<file path="src/hw/tlb_field_pkg.sv">
package tlb_field_pkg;

    // virtual double-page number, va[31:13]
    typedef logic [18:0] vppn_t;
    // page number of a request, va[31:12]
    typedef logic [19:0] va_page_t;
    typedef logic [9:0]  asid_t;
    typedef logic [19:0] ppn_t;
    typedef logic [5:0]  ps_t;
    typedef logic [1:0]  plv_t;
    typedef logic [1:0]  mat_t;

    // 4 KB halves, anything else behaves as 2 MB
    localparam ps_t PS_4K = 6'd12;

    typedef struct packed {
        ppn_t ppn;
        plv_t plv;
        mat_t mat;
        logic d;
        logic v;
    } tlb_half_t;

    typedef struct packed {
        vppn_t     vppn;
        asid_t     asid;
        logic      g;
        ps_t       ps;
        logic      e;
        tlb_half_t half0;
        tlb_half_t half1;
    } tlb_entry_t;

    // address compare shared by lookup and invalidate
    function automatic logic va_match(ps_t ps, vppn_t vppn, va_page_t va_page);
        return (ps == PS_4K) ? (vppn == va_page[19:1])
                             : (vppn[18:9] == va_page[19:10]);
    endfunction

endpackage

</file>
<file path="src/hw/tlb_port_pkg.sv">
package tlb_port_pkg;

    import tlb_field_pkg::*;

    // enough for up to 64 entries
    localparam int TLB_INDEX_W = 6;

    typedef struct packed {
        va_page_t va_page;
        asid_t    asid;
    } tlb_s_req_t;

    typedef struct packed {
        logic                   found;
        logic [TLB_INDEX_W-1:0] index;
        ps_t                    ps;
        tlb_half_t              half;
    } tlb_s_resp_t;

    typedef struct packed {
        logic                   we;
        logic [TLB_INDEX_W-1:0] index;
        tlb_entry_t             entry;
    } tlb_w_req_t;

    // op codes 7 to 31 leave every entry alone
    typedef enum logic [4:0] {
        INV_ALL0              = 5'd0,
        INV_ALL1              = 5'd1,
        INV_GLOBAL            = 5'd2,
        INV_NONGLOBAL         = 5'd3,
        INV_ASID              = 5'd4,
        INV_ASID_VA           = 5'd5,
        INV_GLOBAL_OR_ASID_VA = 5'd6
    } tlb_inv_op_e;

    typedef struct packed {
        logic        en;
        tlb_inv_op_e op;
        asid_t       asid;
        va_page_t    va_page;
    } tlb_inv_req_t;

endpackage

</file>
<file path="src/hw/tlb_inv_decode.sv">
module tlb_inv_decode #(
    parameter int TLB_ENTRY_NUM = 16
) (
    input  tlb_field_pkg::tlb_entry_t [TLB_ENTRY_NUM-1:0] entries_i,
    input  tlb_port_pkg::tlb_inv_req_t                    inv_req_i,
    output logic [TLB_ENTRY_NUM-1:0]                      clear_mask_o
);

    import tlb_field_pkg::*;
    import tlb_port_pkg::*;

    for (genvar i = 0; i < TLB_ENTRY_NUM; i++) begin : g_entry
        logic asid_hit;
        logic va_hit;
        logic rule_hit;

        assign asid_hit = (entries_i[i].asid == inv_req_i.asid);
        assign va_hit   = va_match(entries_i[i].ps, entries_i[i].vppn, inv_req_i.va_page);

        always_comb begin
            case (inv_req_i.op)
                INV_ALL0, INV_ALL1: begin
                    rule_hit = 1'b1;
                end
                INV_GLOBAL: begin
                    rule_hit = entries_i[i].g;
                end
                INV_NONGLOBAL: begin
                    rule_hit = !entries_i[i].g;
                end
                INV_ASID: begin
                    rule_hit = !entries_i[i].g && asid_hit;
                end
                INV_ASID_VA: begin
                    rule_hit = !entries_i[i].g && asid_hit && va_hit;
                end
                // global entries match on address alone
                INV_GLOBAL_OR_ASID_VA: begin
                    rule_hit = (entries_i[i].g || asid_hit) && va_hit;
                end
                default: begin
                    rule_hit = 1'b0;
                end
            endcase
        end

        assign clear_mask_o[i] = inv_req_i.en && rule_hit;
    end

endmodule

</file>
<file path="config.mk">
export PLATFORM = sky130hd
export DESIGN_NAME = tlb_inv_decode
export DESIGN_NICKNAME = d
export VERILOG_FILES = /design/src/hw/tlb_field_pkg.sv /design/src/hw/tlb_port_pkg.sv /design/src/hw/tlb_inv_decode.sv
export SDC_FILE = /design/constraint.sdc
export NUM_CORES = 1
export LEC_CHECK = 0
export ABC_AREA = 1
export BUFFER_PORTS_ARGS = -buffer_cell sky130_fd_sc_hd__clkbuf_2
export CORE_AREA = 2 2 577 579
export DETAILED_ROUTE_END_ITERATION = 10
export DIE_AREA = 0 0 579 581
export GPL_ROUTABILITY_DRIVEN = 0
export PLACE_DENSITY = 0.3
export SYNTH_ARGS = -nofsm -noshare
export SYNTH_HDL_FRONTEND = slang
export SYNTH_SLANG_ARGS = --single-unit
</file>
<file path="constraint.sdc">
create_clock -name vclk -period 1.7
set_input_delay 0 -clock vclk [all_inputs]
set_output_delay 0 -clock vclk [all_outputs]
set_load 0.03 [all_outputs]
</file>
==> flow_metrics.env <==
export IMPL_seq_cells=0
export IMPL_slew_viol_final=0
export IMPL_required_ns=1.70
export IMPL_dr_pass1_iters=5
export IMPL_critPathBufInv=5
export IMPL_die_w_um=579
export IMPL_synth_top_area_share_pct=30.1
export IMPL_start_util_pct=2.50
export IMPL_fmax_mhz=597
export IMPL_ys_warn_count=0
export IMPL_yosys_top_cells_area="nand2_1 30%, xnor2_1 14%, xor2_1 12%, nor2_1 11%, inv_1 10%"
export IMPL_areaGrowthSynthToFinish_pct=152
export IMPL_hold_depth=6
export IMPL_syn_num_nets=3175
export IMPL_wl_um=113000
export IMPL_grt_first_pass_wirelength_um=139000
export IMPL_worstSetupEndpointType="output pin"
export IMPL_status="complete, no violations"
export IMPL_hold_slack_ns=0.558
export IMPL_multi_input_area_um2=8070
export IMPL_grt_pass1_vias=13400
export IMPL_nClkBuffers=0
export IMPL_viasPerCell=1.90
export IMPL_grt_overflow_total=0
export IMPL_wl_per_cell_um=16.3
export IMPL_dr_first_iter_drc_count=458
export IMPL_coreArea_um2=330000
export IMPL_fin_nets=3993
export IMPL_path_cells="clkbuf_2 -> buf_4 -> nand2_1 -> nand2_1 -> nor2_2 -> nand3_1 -> buf_6 -> nor3_2 -> buf_4 -> nand3_4 -> a21oi_4 -> buf_12"
export IMPL_worstHoldPathType="in -> out"
export IMPL_worstSetupPathType="in -> out"
export IMPL_place_hpwl_um=108000
export IMPL_worstPathMaxFanout=5
export IMPL_hold_violations=0
export IMPL_hold_buffers=0
export IMPL_synth_cells=1715
export IMPL_seq_area_um2=0
export IMPL_max_stage_delay_ns=0.25
export IMPL_grt_usage_pct=6.47
export IMPL_post_dp_cell_area_um2=19200
export IMPL_synth_cell_type_count=26
export IMPL_period_needed_ns=1.68
export IMPL_timing_final_crit_share_pct=98.6
export IMPL_grt_setup_unrepaired="true"
export IMPL_rows=211
export IMPL_n_fill_cell=39200
export IMPL_antenna_found_initial=127
export IMPL_maxCapViolCount=0
export IMPL_peakVddDrop_mv=0.0963
export IMPL_cp_slowest_cell="a21oi_4"
export IMPL_setup_tns_ns=0
export IMPL_power_mw=4.03
export IMPL_dieArea_um2=336000
export IMPL_critPathArrivalTime_ns=1.68
export IMPL_hp_start="entries_i[504]"
export IMPL_vias=13100
export IMPL_tightestPinTransition_ns=0.690
export IMPL_design_area_um2=20700
export IMPL_leakage_nw=8.94
export IMPL_startpoint_type="primary input"
export IMPL_finalSetupViolations=0
export IMPL_worstHoldEndpoint="clear_mask_o[5]"
export IMPL_drc=0
export IMPL_crit_family="buffers and inverters"
export IMPL_avgSynthCellArea_um2=4.81
export IMPL_ant_nets=0
export IMPL_slew_headroom_pct=53.6
export IMPL_io_pins=1476
export IMPL_power_per_cell_area_nw_per_um2=194
export IMPL_grt_max_degree=17
export IMPL_synthesis_area_um2=8250
export IMPL_die_h_um=581
export IMPL_yosys_area_top_type="nand2_1"
export IMPL_drive_gt1_share_pct=45.2
export IMPL_portBuffers=627
export IMPL_synth_seq_area_share_pct=0
cell usage in the layout (no fill, tap or decap), types with 43 or more instances in the layout:
master    synthesis  final
nand2_1         661    608
xnor2_1         131    119
nor2_2            7     43
buf_4            18    166
xor2_1          116    115
nor2_1          241    172
buf_6             3     43
buf_12            0     66
nand3_1         130     86
clkbuf_2          2    595
inv_1           221    208
final cells by class:
class | instances | area share [%]
Antenna cell | 16 | 0.193
Tap cell | 4366 | 26.3
Timing Repair Buffer | 889 | 30.3
Inverter | 228 | 4.28
Multi-Input combinational cell | 1414 | 38.9
worst max-delay path by stage:
stage	start	to	slack, ns	depth (start not counted)
CTS	inv_req_i[34]	clear_mask_o[1]	-0.09	13
detailed placement	inv_req_i[2]	clear_mask_o[15]	-0.88	11
global placement	inv_req_i[2]	clear_mask_o[15]	-0.95	11
global route	inv_req_i[33]	clear_mask_o[1]	-0.08	13
finish	inv_req_i[15]	clear_mask_o[2]	0.02	12
floorplan	inv_req_i[10]	clear_mask_o[11]	0.31	7
repair_timing:
action / in CTS / in global routing
cloned: 0 / 0
buffers inserted: 15 / 3
pin swaps: 80 / 59
resized for setup: 264 / 109
setup endpoints to repair: 16 / 16
routing by layer:
metal  routed length [µm]  track usage, %  vias up  part of all wire, %
li1                     -               -     6776                    -
met2                58100            12.2      564                   52
met3                 9660            2.15      188                  8.6
met5                  316               0        -                 0.28
met1                41700            6.93     5546                   37
met4                 2990            1.21       54                  2.7
Yosys cell counts:
cell type,count
buf_1,1
a21oi_2,5
o21a_1,1
nand4_1,13
clkbuf_2,2
nand2_1,661
buf_6,3
xnor2_1,131
nor2_2,7
nor3_2,1
clkinv_1,1
o21ai_0,23
clkbuf_1,7
or2_2,25
nand3_1,130
xor2_1,116
a21oi_1,28
inv_2,6
nand2_2,1
nor2_1,241
inv_1,221
buf_2,42
o22ai_1,8
buf_4,18
o211ai_1,1
nor3_1,22
report_power, final:
part / leakage, nW / switching [mW] / internal, mW
sequential: 0 / 0 / 0
clock: 0.000101 / 0 / 0.00000128
combinational: 8.94 / 2.18 / 1.85
total: 8.94 / 2.18 / 1.85
cells by family (layout without fill, tap and decap cells):
kind of cell | after synthesis | after routing | synth area share (%)
and+or+nand+nor | 1101 | 1101 | 53.9
buffers and inverters | 301 | 1117 | 15.5
xor gates and xnor gates | 247 | 247 | 26.2
AOI/OAI and AO/OA | 66 | 66 | 4.42
other | 0 | 16 | 0
per-stage QoR:
step           worst slack (ns)  cells  util (%)
4_1_cts                 -0.0888   6895      6.16
2_1_floorplan             0.309   1715         -
6_report                 0.0237   6913      6.29
3_3_place_gp             -0.954   6889      5.82
3_5_place_dp             -0.882   6889      5.82
5_1_grt                 -0.0798   6903      6.28
No activity file was read; power rests on OpenSTA's default activity.
