--- config.mk ---
export PLATFORM = sky130hd
export DESIGN_NAME = tlb_lookup
export DESIGN_NICKNAME = d
export VERILOG_FILES = /design/src/hw/tlb_field_pkg.sv /design/src/hw/tlb_port_pkg.sv /design/src/hw/tlb_lookup.sv
export SDC_FILE = /design/constraint.sdc
export NUM_CORES = 1
export LEC_CHECK = 0
export BUFFER_PORTS_ARGS = -buffer_cell sky130_fd_sc_hd__buf_2
export CAP_MARGIN = 10
export CELL_PAD_IN_SITES_DETAIL_PLACEMENT = 0
export CELL_PAD_IN_SITES_GLOBAL_PLACEMENT = 1
export CORE_AREA = 3 3 581 583
export DETAILED_ROUTE_END_ITERATION = 7
export DIE_AREA = 0 0 584 586
export GPL_TIMING_DRIVEN = 0
export PLACE_DENSITY = 0.35
export SLEW_MARGIN = 20
export SYNTH_ARGS = -nofsm -noshare
export SYNTH_HDL_FRONTEND = slang
export SYNTH_SLANG_ARGS = --single-unit
--- constraint.sdc ---
create_clock -name vclk -period 5.55
set_input_delay 0.555 -clock vclk [all_inputs]
set_output_delay 0.555 -clock vclk [all_outputs]
set_load 0.02 [all_outputs]
--- src/hw/tlb_field_pkg.sv ---
package tlb_field_pkg;

    // virtual double-page number, va[31:13]
    typedef logic [18:0] vppn_t;
    // page number of a request, va[31:12]
    typedef logic [19:0] va_page_t;
    typedef logic [9:0]  asid_t;
    typedef logic [19:0] ppn_t;
    typedef logic [5:0]  ps_t;
    typedef logic [1:0]  plv_t;
    typedef logic [1:0]  mat_t;

    // 4 KB halves, anything else behaves as 2 MB
    localparam ps_t PS_4K = 6'd12;

    typedef struct packed {
        ppn_t ppn;
        plv_t plv;
        mat_t mat;
        logic d;
        logic v;
    } tlb_half_t;

    typedef struct packed {
        vppn_t     vppn;
        asid_t     asid;
        logic      g;
        ps_t       ps;
        logic      e;
        tlb_half_t half0;
        tlb_half_t half1;
    } tlb_entry_t;

    // address compare shared by lookup and invalidate
    function automatic logic va_match(ps_t ps, vppn_t vppn, va_page_t va_page);
        return (ps == PS_4K) ? (vppn == va_page[19:1])
                             : (vppn[18:9] == va_page[19:10]);
    endfunction

endpackage

--- src/hw/tlb_port_pkg.sv ---
package tlb_port_pkg;

    import tlb_field_pkg::*;

    // enough for up to 64 entries
    localparam int TLB_INDEX_W = 6;

    typedef struct packed {
        va_page_t va_page;
        asid_t    asid;
    } tlb_s_req_t;

    typedef struct packed {
        logic                   found;
        logic [TLB_INDEX_W-1:0] index;
        ps_t                    ps;
        tlb_half_t              half;
    } tlb_s_resp_t;

    typedef struct packed {
        logic                   we;
        logic [TLB_INDEX_W-1:0] index;
        tlb_entry_t             entry;
    } tlb_w_req_t;

    // op codes 7 to 31 leave every entry alone
    typedef enum logic [4:0] {
        INV_ALL0              = 5'd0,
        INV_ALL1              = 5'd1,
        INV_GLOBAL            = 5'd2,
        INV_NONGLOBAL         = 5'd3,
        INV_ASID              = 5'd4,
        INV_ASID_VA           = 5'd5,
        INV_GLOBAL_OR_ASID_VA = 5'd6
    } tlb_inv_op_e;

    typedef struct packed {
        logic        en;
        tlb_inv_op_e op;
        asid_t       asid;
        va_page_t    va_page;
    } tlb_inv_req_t;

endpackage

--- src/hw/tlb_lookup.sv ---
module tlb_lookup #(
    parameter int TLB_ENTRY_NUM = 16
) (
    input  tlb_field_pkg::tlb_entry_t [TLB_ENTRY_NUM-1:0] entries_i,
    input  tlb_port_pkg::tlb_s_req_t                      req_i,
    output tlb_port_pkg::tlb_s_resp_t                     resp_o
);

    import tlb_field_pkg::*;
    import tlb_port_pkg::*;

    localparam int IDX_W = $clog2(TLB_ENTRY_NUM);

    logic [TLB_ENTRY_NUM-1:0] hit;
    logic [IDX_W-1:0]         hit_index;
    logic                     found;
    tlb_entry_t               hit_entry;
    logic                     odd_sel;

    for (genvar i = 0; i < TLB_ENTRY_NUM; i++) begin : g_match
        assign hit[i] = entries_i[i].e
                     && (entries_i[i].g || (entries_i[i].asid == req_i.asid))
                     && va_match(entries_i[i].ps, entries_i[i].vppn, req_i.va_page);
    end

    // lowest index wins, so scan from the top down
    always_comb begin
        hit_index = '0;
        for (int i = TLB_ENTRY_NUM - 1; i >= 0; i--) begin
            if (hit[i]) begin
                hit_index = IDX_W'(i);
            end
        end
    end

    assign found     = |hit;
    assign hit_entry = entries_i[hit_index];

    // even/odd half select
    assign odd_sel = (hit_entry.ps == PS_4K) ? req_i.va_page[0] : req_i.va_page[9];

    always_comb begin
        resp_o = '0;
        if (found) begin
            resp_o.found = 1'b1;
            resp_o.index = TLB_INDEX_W'(hit_index);
            resp_o.ps    = hit_entry.ps;
            resp_o.half  = odd_sel ? hit_entry.half1 : hit_entry.half0;
        end
    end

endmodule

==> flow_summary.html, run 1 <==
<table>
<tr><th>Metric</th><th>Value</th></tr>
<tr><th colspan="2">Synth</th></tr>
<tr><td>Area fraction of the dominant cell type after synthesis</td><td>15.2%</td></tr>
<tr><td>Gate Count Post-Synth</td><td>2,696</td></tr>
<tr><td>Sequential-to-total area share from yosys stat</td><td>0%</td></tr>
<tr><td>List of most frequent post-synthesis cells</td><td>sky130_fd_sc_hd__nand2_1, sky130_fd_sc_hd__nand3_1, sky130_fd_sc_hd__xor2_1</td></tr>
<tr><td>Netlist Area Pre-Place</td><td>0.0162 mm2</td></tr>
<tr><td>Mean cell area of the mapped netlist</td><td>6.00 um2</td></tr>
<tr><td>Total of warnings raised by yosys</td><td>0</td></tr>
<tr><td>Top cells by area in the synthesized netlist</td><td>sky130_fd_sc_hd__xor2_1, sky130_fd_sc_hd__nand2_1, sky130_fd_sc_hd__nand3_1, sky130_fd_sc_hd__xnor2_1, sky130_fd_sc_hd__a211oi_1</td></tr>
<tr><td>Cell with the most instances after synthesis</td><td>sky130_fd_sc_hd__nand2_1</td></tr>
<tr><td>Library cells used by synthesis</td><td>66</td></tr>
<tr><td>Area leader, netlist</td><td>sky130_fd_sc_hd__xor2_1</td></tr>
<tr><th colspan="2">Power and ir drop</th></tr>
<tr><td>Power consumption</td><td>1900 uW</td></tr>
<tr><td>Leakage power</td><td>0.0132 uW</td></tr>
<tr><td>Maximum ir drop on the vdd rail</td><td>0.0521 mV</td></tr>
<tr><td>Cell area power density</td><td>57.3 mW/mm2</td></tr>
<tr><th colspan="2">Floorplanning</th></tr>
<tr><td>Die width</td><td>584 um</td></tr>
<tr><td>Die footprint</td><td>0.342 mm2</td></tr>
<tr><td>Number of cell rows</td><td>212</td></tr>
<tr><td>Total I/O pin count</td><td>1,493</td></tr>
<tr><td>Effective utilization at floorplan</td><td>4.85%</td></tr>
<tr><td>Height of the die</td><td>586 um</td></tr>
<tr><td>Total core area</td><td>0.333 mm2</td></tr>
<tr><th colspan="2">Route</th></tr>
<tr><td>Antenna-violating nets left</td><td>0</td></tr>
<tr><td>First-pass iteration count of the detailed router</td><td>5</td></tr>
<tr><td>Vias per inst</td><td>3.29</td></tr>
<tr><td>Final wirelength</td><td>299 mm</td></tr>
<tr><td>Drc violations</td><td>0</td></tr>
<tr><td>Average routed wire per standard cell</td><td>34.0 um</td></tr>
<tr><td>Initial DRC Count</td><td>1,726</td></tr>
<tr><td>Vias after detailed routing</td><td>28,841</td></tr>
<tr><th colspan="2">Global route</th></tr>
<tr><td>First-pass GRT wire length</td><td>358 mm</td></tr>
<tr><td>Maximum number of pins on one net before global-route repair</td><td>11</td></tr>
<tr><td>Number of antenna violations at the first check in global routing</td><td>202</td></tr>
<tr><td>Total gr overflow</td><td>0</td></tr>
<tr><td>Global-route usage over all layers</td><td>16.4%</td></tr>
<tr><td>Via count of the first global-routing pass</td><td>29,842</td></tr>
<tr><th colspan="2">Timing</th></tr>
<tr><td>Unrepaired setup endpoints after global routing</td><td>true</td></tr>
<tr><td>Worst-margin pin slew</td><td>1.20 ns</td></tr>
<tr><td>PnR worst setup slack</td><td>-1.43 ns</td></tr>
<tr><td>Max-slew headroom at the worst pin</td><td>18.8%</td></tr>
<tr><td>Count of final hold-check violations</td><td>0</td></tr>
<tr><td>Max Slew Vio Count</td><td>0</td></tr>
<tr><td>Post-layout min period</td><td>6.98 ns</td></tr>
<tr><td>Highest clock rate</td><td>143 MHz</td></tr>
<tr><td>Final count of negative-setup-slack endpoints</td><td>33</td></tr>
<tr><td>Portion of the clock cycle consumed by the worst path in the final layout</td><td>126%</td></tr>
<tr><th colspan="2">Critical path</th></tr>
<tr><td>Category of the worst setup path launch point</td><td>input port</td></tr>
<tr><td>Largest fanout on the critical path</td><td>6</td></tr>
<tr><td>Req. time, crit path</td><td>4.99 ns</td></tr>
<tr><td>Endpoint of the worst setup timing path</td><td>resp_o[8]</td></tr>
<tr><td>Endpoint kind of the worst setup timing path</td><td>output port</td></tr>
<tr><td>CP Data Arrival Time</td><td>6.43 ns</td></tr>
<tr><td>Timing startpoint of the critical path</td><td>entries_i[766]</td></tr>
<tr><td>Path type of the worst setup path</td><td>in -&gt; out</td></tr>
<tr><th colspan="2">Place</th></tr>
<tr><td>Dpl hpwl</td><td>275 mm</td></tr>
<tr><td>Count of buffers from port buffering</td><td>1,462</td></tr>
<tr><td>RePlAce Congestion</td><td>0.914</td></tr>
<tr><td>Placed cells</td><td>8,579</td></tr>
<tr><th colspan="2">Run</th></tr>
<tr><td>Max-capacitance violation count</td><td>0</td></tr>
<tr><th colspan="2">Cells and area</th></tr>
<tr><td>Final-layout clock buffer total</td><td>0</td></tr>
<tr><td>Footprint of the flip-flops and latches</td><td>0 um2</td></tr>
<tr><td>Layout sequential cell count</td><td>0</td></tr>
<tr><td>Number of nets at the end of the flow</td><td>5,712</td></tr>
<tr><td>Count of placed standard cells in the final layout, fillers left out</td><td>8,773</td></tr>
<tr><td>Fraction of final layout cells with drive strength greater than 1</td><td>47.3%</td></tr>
<tr><td>Layout area overhead</td><td>105%</td></tr>
<tr><td>Fillers</td><td>39,723</td></tr>
<tr><th colspan="2">Run status</th></tr>
<tr><td>Violations in the final reports</td><td>setup timing</td></tr>
<tr><td>Result of the run</td><td>finished with violations</td></tr>
<tr><th colspan="2">Min path</th></tr>
<tr><td>Type of the most critical hold path</td><td>in -&gt; out</td></tr>
<tr><th colspan="2">Clock network</th></tr>
<tr><td>Hold-fix buffers at CTS</td><td>0</td></tr>
</table>
metrics by stage:
stage / hold slack, ns / TNS, ns / worst slack [ns] / utilization, % / cell area, um2
after global placement: 2.00 / -235.30 / -7.90 / 8.70 / 29000
after global routing: 1.97 / -38.76 / -1.48 / 9.94 / 33100
after floorplan: 1.41 / 0 / 0.155 / - / 16200
final: 1.93 / -36.35 / -1.43 / 9.97 / 33200
after detailed placement: 1.98 / -130.28 / -4.66 / 8.92 / 29700
after CTS: 1.91 / -40.16 / -1.57 / 9.68 / 32200
placed cells by master, fill, tap and decap left out, drive strengths merged, types with 9 or more instances in the layout:
cell,count
nand4,73
xnor2,183
a21oi,89
o211ai,61
a41oi,16
nor3,51
and2,83
nand2,594
mux2i,106
a31oi,43
and4,9
nor4,63
diode,130
xor2,281
clkbuf,146
nor2,66
inv,24
or3,54
a211oi,162
o21ai,82
nand3,338
buf,1664
critical path, cell delays in order:
cell and delay (ns):
sky130_fd_sc_hd__buf_8 0.10, sky130_fd_sc_hd__nor2_4 0.18, sky130_fd_sc_hd__nand4_1 0.85, sky130_fd_sc_hd__a31oi_4 0.52, sky130_fd_sc_hd__buf_12 0.17, sky130_fd_sc_hd__nor3_4 0.05
sky130_fd_sc_hd__or4_4 0.47, sky130_fd_sc_hd__nor2_4 0.11, sky130_fd_sc_hd__buf_12 0.13, sky130_fd_sc_hd__o21ai_4 0.08, sky130_fd_sc_hd__clkinv_4 0.12, sky130_fd_sc_hd__buf_8 0.14
sky130_fd_sc_hd__o211ai_1 0.19, sky130_fd_sc_hd__a22oi_1 0.25, sky130_fd_sc_hd__mux2i_1 0.15, sky130_fd_sc_hd__mux2_4 0.32, sky130_fd_sc_hd__or4b_4 0.54, sky130_fd_sc_hd__o21a_4 0.30
sky130_fd_sc_hd__buf_4 0.19, sky130_fd_sc_hd__buf_6 0.12, sky130_fd_sc_hd__or3_4 0.40, sky130_fd_sc_hd__a21oi_4 0.22, sky130_fd_sc_hd__buf_6 0.16
power by group:
group	total (uW)	switching (uW)	internal [uW]
Clock	0.00313	0	0.00313
Combinational	1900	1120	785
Sequential	0	0	0
worst min-delay path by stage:
stage	from	end	slack, ns	depth (start not counted)
2_1_floorplan	entries_i[770]	resp_o[31]	1.41	4
3_3_place_gp	entries_i[1033]	resp_o[27]	2.00	7
3_5_place_dp	entries_i[1069]	resp_o[1]	1.98	8
4_1_cts	entries_i[1358]	resp_o[23]	1.91	8
5_1_grt	entries_i[1170]	resp_o[13]	1.97	8
6_report	entries_i[1170]	resp_o[13]	1.93	8
logic make-up (layout without fill, tap and decap cells):
group | Yosys count | in the layout | share of synthesized area [%]
AND/OR/NAND/NOR | 1356 | 1356 | 39.8
AO/OA/AOI/OAI | 486 | 486 | 20.1
XOR/XNOR | 464 | 464 | 25.1
buffers and inverters | 279 | 1838 | 8.18
multiplexers | 110 | 110 | 6.84
other | 1 | 132 | 0.0232
final cells by class:
type | count | area (um2) | area share [%]
multi-input cells | 2418 | 16600 | 50.0
repair buffers | 1560 | 8770 | 26.4
well taps | 4387 | 5490 | 16.5
plain buffers | 252 | 1900 | 5.72
diodes | 130 | 325 | 0.980
inverters | 26 | 125 | 0.377
repair_timing:
action | 4_1_cts | 5_1_grt
gates cloned | 1 | 2
endpoints found under the setup margin | 37 | 34
setup buffers | 48 | 25
resized for setup | 530 | 119
pin swaps | 50 | 24
layer usage:
layer,routed length [um],vias up,global-route usage [%]
li1,-,12829,-
met1,110000,13911,17.8
met2,153000,1580,30.8
met3,20800,427,3.60
met4,14800,94,6.15
met5,640,-,0
No activity file was read; power rests on OpenSTA's default activity.
==> inputs of run 2 (changes only) <==
SETUP_SLACK_MARGIN = 0.1   (was unset)
==> flow_summary.html, run 2 (same netlist as run 1, synthesis figures left out) <==
<table>
<tr><th>Metric</th><th>Value</th></tr>
<tr><th colspan="2">Timing</th></tr>
<tr><td>Max Slew Vio Count</td><td>0</td></tr>
<tr><td>Final count of negative-setup-slack endpoints</td><td>32</td></tr>
<tr><td>Post-layout min period</td><td>6.95 ns</td></tr>
<tr><td>Count of final hold-check violations</td><td>0</td></tr>
<tr><td>Unrepaired setup endpoints after global routing</td><td>true</td></tr>
<tr><td>Max-slew headroom at the worst pin</td><td>22.3%</td></tr>
<tr><td>Worst-margin pin slew</td><td>1.15 ns</td></tr>
<tr><td>Highest clock rate</td><td>144 MHz</td></tr>
<tr><td>Total Neg Setup Slack</td><td>-34.73 ns</td></tr>
<tr><td>Portion of the clock cycle consumed by the worst path in the final layout</td><td>125%</td></tr>
<tr><td>PnR worst setup slack</td><td>-1.40 ns</td></tr>
<tr><td>Minimum hold slack</td><td>1.91 ns</td></tr>
<tr><th colspan="2">Global route</th></tr>
<tr><td>Global-route usage over all layers</td><td>16.4%</td></tr>
<tr><td>Number of antenna violations at the first check in global routing</td><td>209</td></tr>
<tr><td>Maximum number of pins on one net before global-route repair</td><td>11</td></tr>
<tr><td>First-pass GRT wire length</td><td>358 mm</td></tr>
<tr><td>Total gr overflow</td><td>0</td></tr>
<tr><td>Via count of the first global-routing pass</td><td>29,858</td></tr>
<tr><th colspan="2">Critical path</th></tr>
<tr><td>Path type of the worst setup path</td><td>in -&gt; out</td></tr>
<tr><td>Req. time, crit path</td><td>4.99 ns</td></tr>
<tr><td>CP Data Arrival Time</td><td>6.40 ns</td></tr>
<tr><td>Largest fanout on the critical path</td><td>6</td></tr>
<tr><td>Timing startpoint of the critical path</td><td>entries_i[766]</td></tr>
<tr><td>Endpoint of the worst setup timing path</td><td>resp_o[8]</td></tr>
<tr><td>Endpoint kind of the worst setup timing path</td><td>output port</td></tr>
<tr><td>Category of the worst setup path launch point</td><td>input port</td></tr>
<tr><th colspan="2">Place</th></tr>
<tr><td>Dpl hpwl</td><td>275 mm</td></tr>
<tr><td>RePlAce Congestion</td><td>0.914</td></tr>
<tr><td>Count of buffers from port buffering</td><td>1,462</td></tr>
<tr><td>Cell area after placement</td><td>0.0297 mm2</td></tr>
<tr><td>Pre-CTS setup slack</td><td>-4.66 ns</td></tr>
<tr><th colspan="2">Route</th></tr>
<tr><td>First-pass iteration count of the detailed router</td><td>5</td></tr>
<tr><td>Drc violations</td><td>0</td></tr>
<tr><td>Antenna-violating nets left</td><td>0</td></tr>
<tr><td>Sum of met3 wire segment lengths after detailed routing</td><td>20.3 mm</td></tr>
<tr><td>Met2 wirelength from detailed routing</td><td>152 mm</td></tr>
<tr><td>M1 wire length</td><td>110 mm</td></tr>
<tr><td>Average routed wire per standard cell</td><td>34.0 um</td></tr>
<tr><td>Vias per inst</td><td>3.28</td></tr>
<tr><td>Vias after detailed routing</td><td>28,702</td></tr>
<tr><td>Final wirelength</td><td>298 mm</td></tr>
<tr><td>Highest metal layer with signal wires</td><td>met5</td></tr>
<tr><td>Initial DRC Count</td><td>1,773</td></tr>
<tr><th colspan="2">Cells and area</th></tr>
<tr><td>Footprint of the flip-flops and latches</td><td>0 um2</td></tr>
<tr><td>Fraction of final layout cells with drive strength greater than 1</td><td>47.2%</td></tr>
<tr><td>Fillers</td><td>39,741</td></tr>
<tr><td>Design area</td><td>0.0330 mm2</td></tr>
<tr><td>Layout sequential cell count</td><td>0</td></tr>
<tr><td>Most common cell after layout, fill and taps aside</td><td>sky130_fd_sc_hd__buf_2</td></tr>
<tr><td>Layout area overhead</td><td>104%</td></tr>
<tr><td>Final Core Density</td><td>9.90%</td></tr>
<tr><td>Leading cell types in the layout, fill and taps excluded</td><td>sky130_fd_sc_hd__buf_2, sky130_fd_sc_hd__nand2_1, sky130_fd_sc_hd__nand3_1, sky130_fd_sc_hd__xor2_1, sky130_fd_sc_hd__xnor2_1</td></tr>
<tr><td>Final-layout clock buffer total</td><td>0</td></tr>
<tr><td>Number of nets at the end of the flow</td><td>5,698</td></tr>
<tr><th colspan="2">Power and ir drop</th></tr>
<tr><td>Leakage power</td><td>0.0131 uW</td></tr>
<tr><td>Cell area power density</td><td>57.6 mW/mm2</td></tr>
<tr><td>Maximum ir drop on the vdd rail</td><td>0.0496 mV</td></tr>
<tr><th colspan="2">Run</th></tr>
<tr><td>Max-capacitance violation count</td><td>0</td></tr>
<tr><th colspan="2">Floorplanning</th></tr>
<tr><td>Effective utilization at floorplan</td><td>4.85%</td></tr>
<tr><td>Total I/O pin count</td><td>1,493</td></tr>
<tr><td>Total core area</td><td>0.333 mm2</td></tr>
<tr><td>Number of cell rows</td><td>212</td></tr>
<tr><td>Height of the die</td><td>586 um</td></tr>
<tr><td>Die width</td><td>584 um</td></tr>
<tr><td>Die footprint</td><td>0.342 mm2</td></tr>
<tr><th colspan="2">Clock network</th></tr>
<tr><td>Hold-fix buffers at CTS</td><td>0</td></tr>
<tr><th colspan="2">Run status</th></tr>
<tr><td>Result of the run</td><td>finished with violations</td></tr>
<tr><td>Violations in the final reports</td><td>setup timing</td></tr>
<tr><th colspan="2">Min path</th></tr>
<tr><td>Type of the most critical hold path</td><td>in -&gt; out</td></tr>
</table>
run 2: changes by cell type in the layout (fill, tap and decap cells not counted), sizes merged:
cell / previous run / this run
buf: 1664 / 1656
diode: 130 / 128
inv: 24 / 25
clkinv: 2 / 1
clkbuf: 146 / 140
run 2: where the power goes:
group	total [uW]	internal, uW	switching [uW]
combinational	1900	782	1120
clock	0.00296	0.00296	0
sequential	0	0	0
total	1900	782	1120
run 2: critical path: stages:
cell and delay, ns:
sky130_fd_sc_hd__buf_8 0.10, sky130_fd_sc_hd__nor2_4 0.18, sky130_fd_sc_hd__nand4_1 0.84, sky130_fd_sc_hd__a31oi_4 0.51
sky130_fd_sc_hd__buf_12 0.17, sky130_fd_sc_hd__nor3_4 0.05, sky130_fd_sc_hd__or4_4 0.47, sky130_fd_sc_hd__nor2_4 0.11
sky130_fd_sc_hd__buf_12 0.13, sky130_fd_sc_hd__o21ai_4 0.08, sky130_fd_sc_hd__clkinv_4 0.12, sky130_fd_sc_hd__buf_8 0.14
sky130_fd_sc_hd__o211ai_1 0.19, sky130_fd_sc_hd__a22oi_1 0.24, sky130_fd_sc_hd__mux2i_1 0.14, sky130_fd_sc_hd__mux2_4 0.32
sky130_fd_sc_hd__or4b_4 0.54, sky130_fd_sc_hd__o21a_4 0.30, sky130_fd_sc_hd__buf_4 0.19, sky130_fd_sc_hd__buf_6 0.12
sky130_fd_sc_hd__or3_4 0.40, sky130_fd_sc_hd__a21oi_4 0.22, sky130_fd_sc_hd__buf_6 0.16
run 2: how the worst min path moves through the flow:
stage,startpoint,end,depth (start not counted)
2_1_floorplan,entries_i[770],resp_o[31],4
3_3_place_gp,entries_i[1033],resp_o[27],7
3_5_place_dp,entries_i[1069],resp_o[1],8
4_1_cts,entries_i[1358],resp_o[23],8
5_1_grt,entries_i[1170],resp_o[13],8
6_report,entries_i[1355],resp_o[20],8
run 2: stage by stage:
step	power, uW	instances
2_1_floorplan	623	2697
3_3_place_gp	1780	8546
3_5_place_dp	1800	8579
4_1_cts	1900	8630
5_1_grt	2010	8728
6_report	1900	8757
run 2: cell type report:
type | count | area, um2 | share of cell area [%]
inverter | 26 | 118 | 0.357
tap | 4387 | 5490 | 16.7
multi-input combinational | 2418 | 16600 | 50.3
timing repair buffer | 1545 | 8560 | 26.0
buffer | 253 | 1890 | 5.73
antenna | 128 | 320 | 0.972
run 2: metal layers:
layer  vias to the layer above  track usage [%]
li1                      12785                -
met5                         -                0
met3                       433             3.61
met2                      1557             30.8
met1                     13827             17.9
met4                       100             6.03
run 2: timing repair:
| item | in CTS | in global routing |
|---|---|---|
| pin swaps | 50 | 21 |
| cloned | 1 | 2 |
| endpoints found under the setup margin | 37 | 34 |
| setup buffers | 50 | 8 |
| resized for setup | 531 | 100 |
==> inputs of run 3 (changes only) <==
ABC_AREA = 1   (was unset)
CORE_AREA = 3 3 587 589   (was 3 3 581 583)
DIE_AREA = 0 0 590 592   (was 0 0 584 586)
PLACE_DENSITY = 0.36   (was 0.35)
==> flow_summary.html, run 3 <==
<table>
<tr><th>Metric</th><th>Value</th></tr>
<tr><th colspan="2">Synth</th></tr>
<tr><td>Netlist Area Pre-Place</td><td>0.0175 mm2</td></tr>
<tr><td>Total of warnings raised by yosys</td><td>0</td></tr>
<tr><td>Cell with the most instances after synthesis</td><td>sky130_fd_sc_hd__nand2_1</td></tr>
<tr><td>Area leader, netlist</td><td>sky130_fd_sc_hd__nand2_1</td></tr>
<tr><td>Top cells by area in the synthesized netlist</td><td>sky130_fd_sc_hd__nand2_1, sky130_fd_sc_hd__nand3_1, sky130_fd_sc_hd__nor2_1, sky130_fd_sc_hd__xnor2_1, sky130_fd_sc_hd__o21ai_0</td></tr>
<tr><td>Gate Count Post-Synth</td><td>3,413</td></tr>
<tr><td>Area fraction of the dominant cell type after synthesis</td><td>17.3%</td></tr>
<tr><td>Mean cell area of the mapped netlist</td><td>5.13 um2</td></tr>
<tr><td>Library cells used by synthesis</td><td>54</td></tr>
<tr><td>List of most frequent post-synthesis cells</td><td>sky130_fd_sc_hd__nand2_1, sky130_fd_sc_hd__nand3_1, sky130_fd_sc_hd__nor2_1</td></tr>
<tr><td>Sequential-to-total area share from yosys stat</td><td>0%</td></tr>
<tr><th colspan="2">Power and ir drop</th></tr>
<tr><td>Cell Int Power</td><td>936 uW</td></tr>
<tr><td>Fraction of power consumed by combinational cells</td><td>100.0%</td></tr>
<tr><td>Sw Pwr</td><td>1350 uW</td></tr>
<tr><td>Power consumption</td><td>2290 uW</td></tr>
<tr><td>Share of total power in sequential cells</td><td>0%</td></tr>
<tr><td>Switching power share of the total</td><td>59.1%</td></tr>
<tr><td>Maximum ir drop on the vdd rail</td><td>0.0297 mV</td></tr>
<tr><td>Cell area power density</td><td>60.2 mW/mm2</td></tr>
<tr><td>Clock share of power</td><td>0%</td></tr>
<tr><td>Leakage power</td><td>0.0166 uW</td></tr>
<tr><th colspan="2">Critical path</th></tr>
<tr><td>Slowest Stage Delay on Critical Path</td><td>0.37 ns</td></tr>
<tr><td>Cell at the slowest stage of the critical path</td><td>sky130_fd_sc_hd__a2111oi_2</td></tr>
<tr><td>Path type of the worst setup path</td><td>in -&gt; out</td></tr>
<tr><td>CP Data Arrival Time</td><td>5.15 ns</td></tr>
<tr><td>Cell type with the highest occurrence count on the critical path</td><td>sky130_fd_sc_hd__buf_12</td></tr>
<tr><td>Cell Chain, Critical Path</td><td>clkbuf_4, buf_12, xor2_1, a2111oi_2, nand3_1, a211oi_4, o211ai_1, buf_4, nand2_1, o21bai_4, a21oi_4, buf_12, buf_12, buf_16, buf_4, buf_16, clkbuf_2, o21ai_0, o221ai_1, nand3_1, nand2_1, nor2_4, nor2_2, buf_6</td></tr>
<tr><td>Req. time, crit path</td><td>4.99 ns</td></tr>
<tr><td>Largest fanout on the critical path</td><td>10</td></tr>
<tr><td>Category of the worst setup path launch point</td><td>input port</td></tr>
<tr><td>Endpoint kind of the worst setup timing path</td><td>output port</td></tr>
<tr><th colspan="2">Cells and area</th></tr>
<tr><td>Number of nets at the end of the flow</td><td>6,505</td></tr>
<tr><td>Fillers</td><td>40,233</td></tr>
<tr><td>Multi-input combinational cell area</td><td>0.0178 mm2</td></tr>
<tr><td>Most common cell after layout, fill and taps aside</td><td>sky130_fd_sc_hd__buf_2</td></tr>
<tr><td>Layout area overhead</td><td>117%</td></tr>
<tr><td>Design area</td><td>0.0380 mm2</td></tr>
<tr><td>Footprint of the flip-flops and latches</td><td>0 um2</td></tr>
<tr><td>Count of placed standard cells in the final layout, fillers left out</td><td>9,674</td></tr>
<tr><td>Layout sequential cell count</td><td>0</td></tr>
<tr><td>Final-layout clock buffer total</td><td>0</td></tr>
<tr><td>Leading cell types in the layout, fill and taps excluded</td><td>sky130_fd_sc_hd__buf_2, sky130_fd_sc_hd__nand2_1, sky130_fd_sc_hd__nand3_1, sky130_fd_sc_hd__nor2_1, sky130_fd_sc_hd__inv_1</td></tr>
<tr><td>Fraction of final layout cells with drive strength greater than 1</td><td>48.4%</td></tr>
<tr><th colspan="2">Run</th></tr>
<tr><td>Max-capacitance violation count</td><td>0</td></tr>
<tr><th colspan="2">Global route</th></tr>
<tr><td>Maximum number of pins on one net before global-route repair</td><td>11</td></tr>
<tr><td>Total gr overflow</td><td>0</td></tr>
<tr><td>Global-route usage over all layers</td><td>17.9%</td></tr>
<tr><td>First-pass GRT wire length</td><td>400 mm</td></tr>
<tr><td>Via count of the first global-routing pass</td><td>33,784</td></tr>
<tr><td>Number of antenna violations at the first check in global routing</td><td>255</td></tr>
<tr><th colspan="2">Route</th></tr>
<tr><td>Vias after detailed routing</td><td>34,172</td></tr>
<tr><td>Average routed wire per standard cell</td><td>34.2 um</td></tr>
<tr><td>Initial DRC Count</td><td>2,747</td></tr>
<tr><td>First-pass iteration count of the detailed router</td><td>5</td></tr>
<tr><td>Final wirelength</td><td>331 mm</td></tr>
<tr><td>Drc violations</td><td>0</td></tr>
<tr><td>Vias per inst</td><td>3.53</td></tr>
<tr><td>Antenna-violating nets left</td><td>0</td></tr>
<tr><th colspan="2">Floorplanning</th></tr>
<tr><td>Height of the die</td><td>592 um</td></tr>
<tr><td>Total core area</td><td>0.340 mm2</td></tr>
<tr><td>Total I/O pin count</td><td>1,493</td></tr>
<tr><td>Die width</td><td>590 um</td></tr>
<tr><td>Number of cell rows</td><td>214</td></tr>
<tr><td>Die footprint</td><td>0.349 mm2</td></tr>
<tr><td>Effective utilization at floorplan</td><td>5.15%</td></tr>
<tr><th colspan="2">Min path</th></tr>
<tr><td>Type of the most critical hold path</td><td>in -&gt; out</td></tr>
<tr><td>Hold-critical path endpoint</td><td>resp_o[23]</td></tr>
<tr><td>Hold path startpoint</td><td>req_i[10]</td></tr>
<tr><td>Cell depth of the worst min-delay path</td><td>6</td></tr>
<tr><th colspan="2">Place</th></tr>
<tr><td>Cell area after placement</td><td>0.0308 mm2</td></tr>
<tr><td>RePlAce Congestion</td><td>0.955</td></tr>
<tr><td>Count of buffers from port buffering</td><td>1,471</td></tr>
<tr><td>Placed cells</td><td>9,435</td></tr>
<tr><td>Dpl hpwl</td><td>293 mm</td></tr>
<tr><th colspan="2">Timing</th></tr>
<tr><td>Post-layout min period</td><td>5.70 ns</td></tr>
<tr><td>Count of final hold-check violations</td><td>0</td></tr>
<tr><td>Max Slew Vio Count</td><td>0</td></tr>
<tr><td>Highest clock rate</td><td>175 MHz</td></tr>
<tr><td>Unrepaired setup endpoints after global routing</td><td>true</td></tr>
<tr><td>Max-slew headroom at the worst pin</td><td>25.9%</td></tr>
<tr><td>Portion of the clock cycle consumed by the worst path in the final layout</td><td>103%</td></tr>
<tr><td>Final count of negative-setup-slack endpoints</td><td>25</td></tr>
<tr><td>PnR worst setup slack</td><td>-0.153 ns</td></tr>
<tr><td>Worst-margin pin slew</td><td>1.11 ns</td></tr>
<tr><td>Total Neg Setup Slack</td><td>-2.18 ns</td></tr>
<tr><th colspan="2">Run status</th></tr>
<tr><td>Violations in the final reports</td><td>setup timing</td></tr>
<tr><td>Result of the run</td><td>finished with violations</td></tr>
<tr><th colspan="2">Clock network</th></tr>
<tr><td>Hold-fix buffers at CTS</td><td>0</td></tr>
</table>
run 3: cell count changes after synthesis, moves of 157 or more:
cell                       delta
sky130_fd_sc_hd__nand3_1    +212
sky130_fd_sc_hd__inv_1      +246
sky130_fd_sc_hd__o21ai_0    +196
sky130_fd_sc_hd__a211oi_1   -157
sky130_fd_sc_hd__xor2_1     -184
sky130_fd_sc_hd__nand2_1    +211
sky130_fd_sc_hd__nor2_1     +334
run 3: timing repair:
action | in CTS | in global routing
cloned | 14 | 3
setup endpoints to repair | 37 | 27
gates resized for setup | 1136 | 164
setup buffers | 110 | 23
pin swaps | 119 | 82
run 3: cell type report:
class	count	area share (%)
antenna	89	0.586
tap	4536	14.9
multi-input combinational	2854	46.8
buffer	272	8.84
inverter	289	3.11
timing repair buffer	1634	25.7
run 3: critical path, delay by kind of cell:
| family | cells | cell delay, ns |
|---|---|---|
| compound gates | 7 | 1.48 |
| xor+xnor | 1 | 0.17 |
| buf+inv | 10 | 1.79 |
| simple gates | 6 | 1.02 |
run 3: metal layers:
metal	vias to the layer above	share of wire, %	global-route usage [%]
met5	-	0.28	0
met4	140	3.1	4.18
met3	480	8.6	5.48
met2	2022	44	28.5
met1	16546	44	23.5
li1	14984	-	-
run 3: worst max-delay path by stage:
stage / from / endpoint / slack, ns / cells after the start
global placement: req_i[4] / resp_o[2] / -5.58 / 28
floorplan: req_i[19] / resp_o[0] / 1.22 / 19
CTS: req_i[2] / resp_o[24] / -0.19 / 40
finish: req_i[22] / resp_o[8] / -0.15 / 24
global route: req_i[2] / resp_o[13] / -0.37 / 40
detailed placement: req_i[19] / resp_o[3] / -3.55 / 21
run 3: power by group through the flow:
stage                     Sequential, uW  Clock [uW]  Combinational, uW
after floorplan                        0           0                718
after global placement                 0           0               1970
after CTS                              0           0               2260
final                                  0     0.00177               2290
after global routing                   0    0.000910               2450
after detailed placement               0           0               1980
run 3: cells by family (layout without fill, tap and decap cells):
group	after synthesis	count (layout)	share of synthesized area, %
and+or+nand+nor	2053	2054	52.5
xor gates and xnor gates	249	249	12.5
AOI/OAI and AO/OA	549	549	20.9
buffers and inverters	561	2195	14.2
other	1	91	0.0214
run 3: per-stage QoR:
step | utilization, % | hold WS, ns | worst slack (ns)
floorplan | - | 1.41 | 1.22
detailed placement | 9.08 | 1.85 | -3.55
finish | 11.2 | 1.76 | -0.153
global route | 11.2 | 1.80 | -0.368
CTS | 10.8 | 1.79 | -0.190
global placement | 8.99 | 1.86 | -5.58
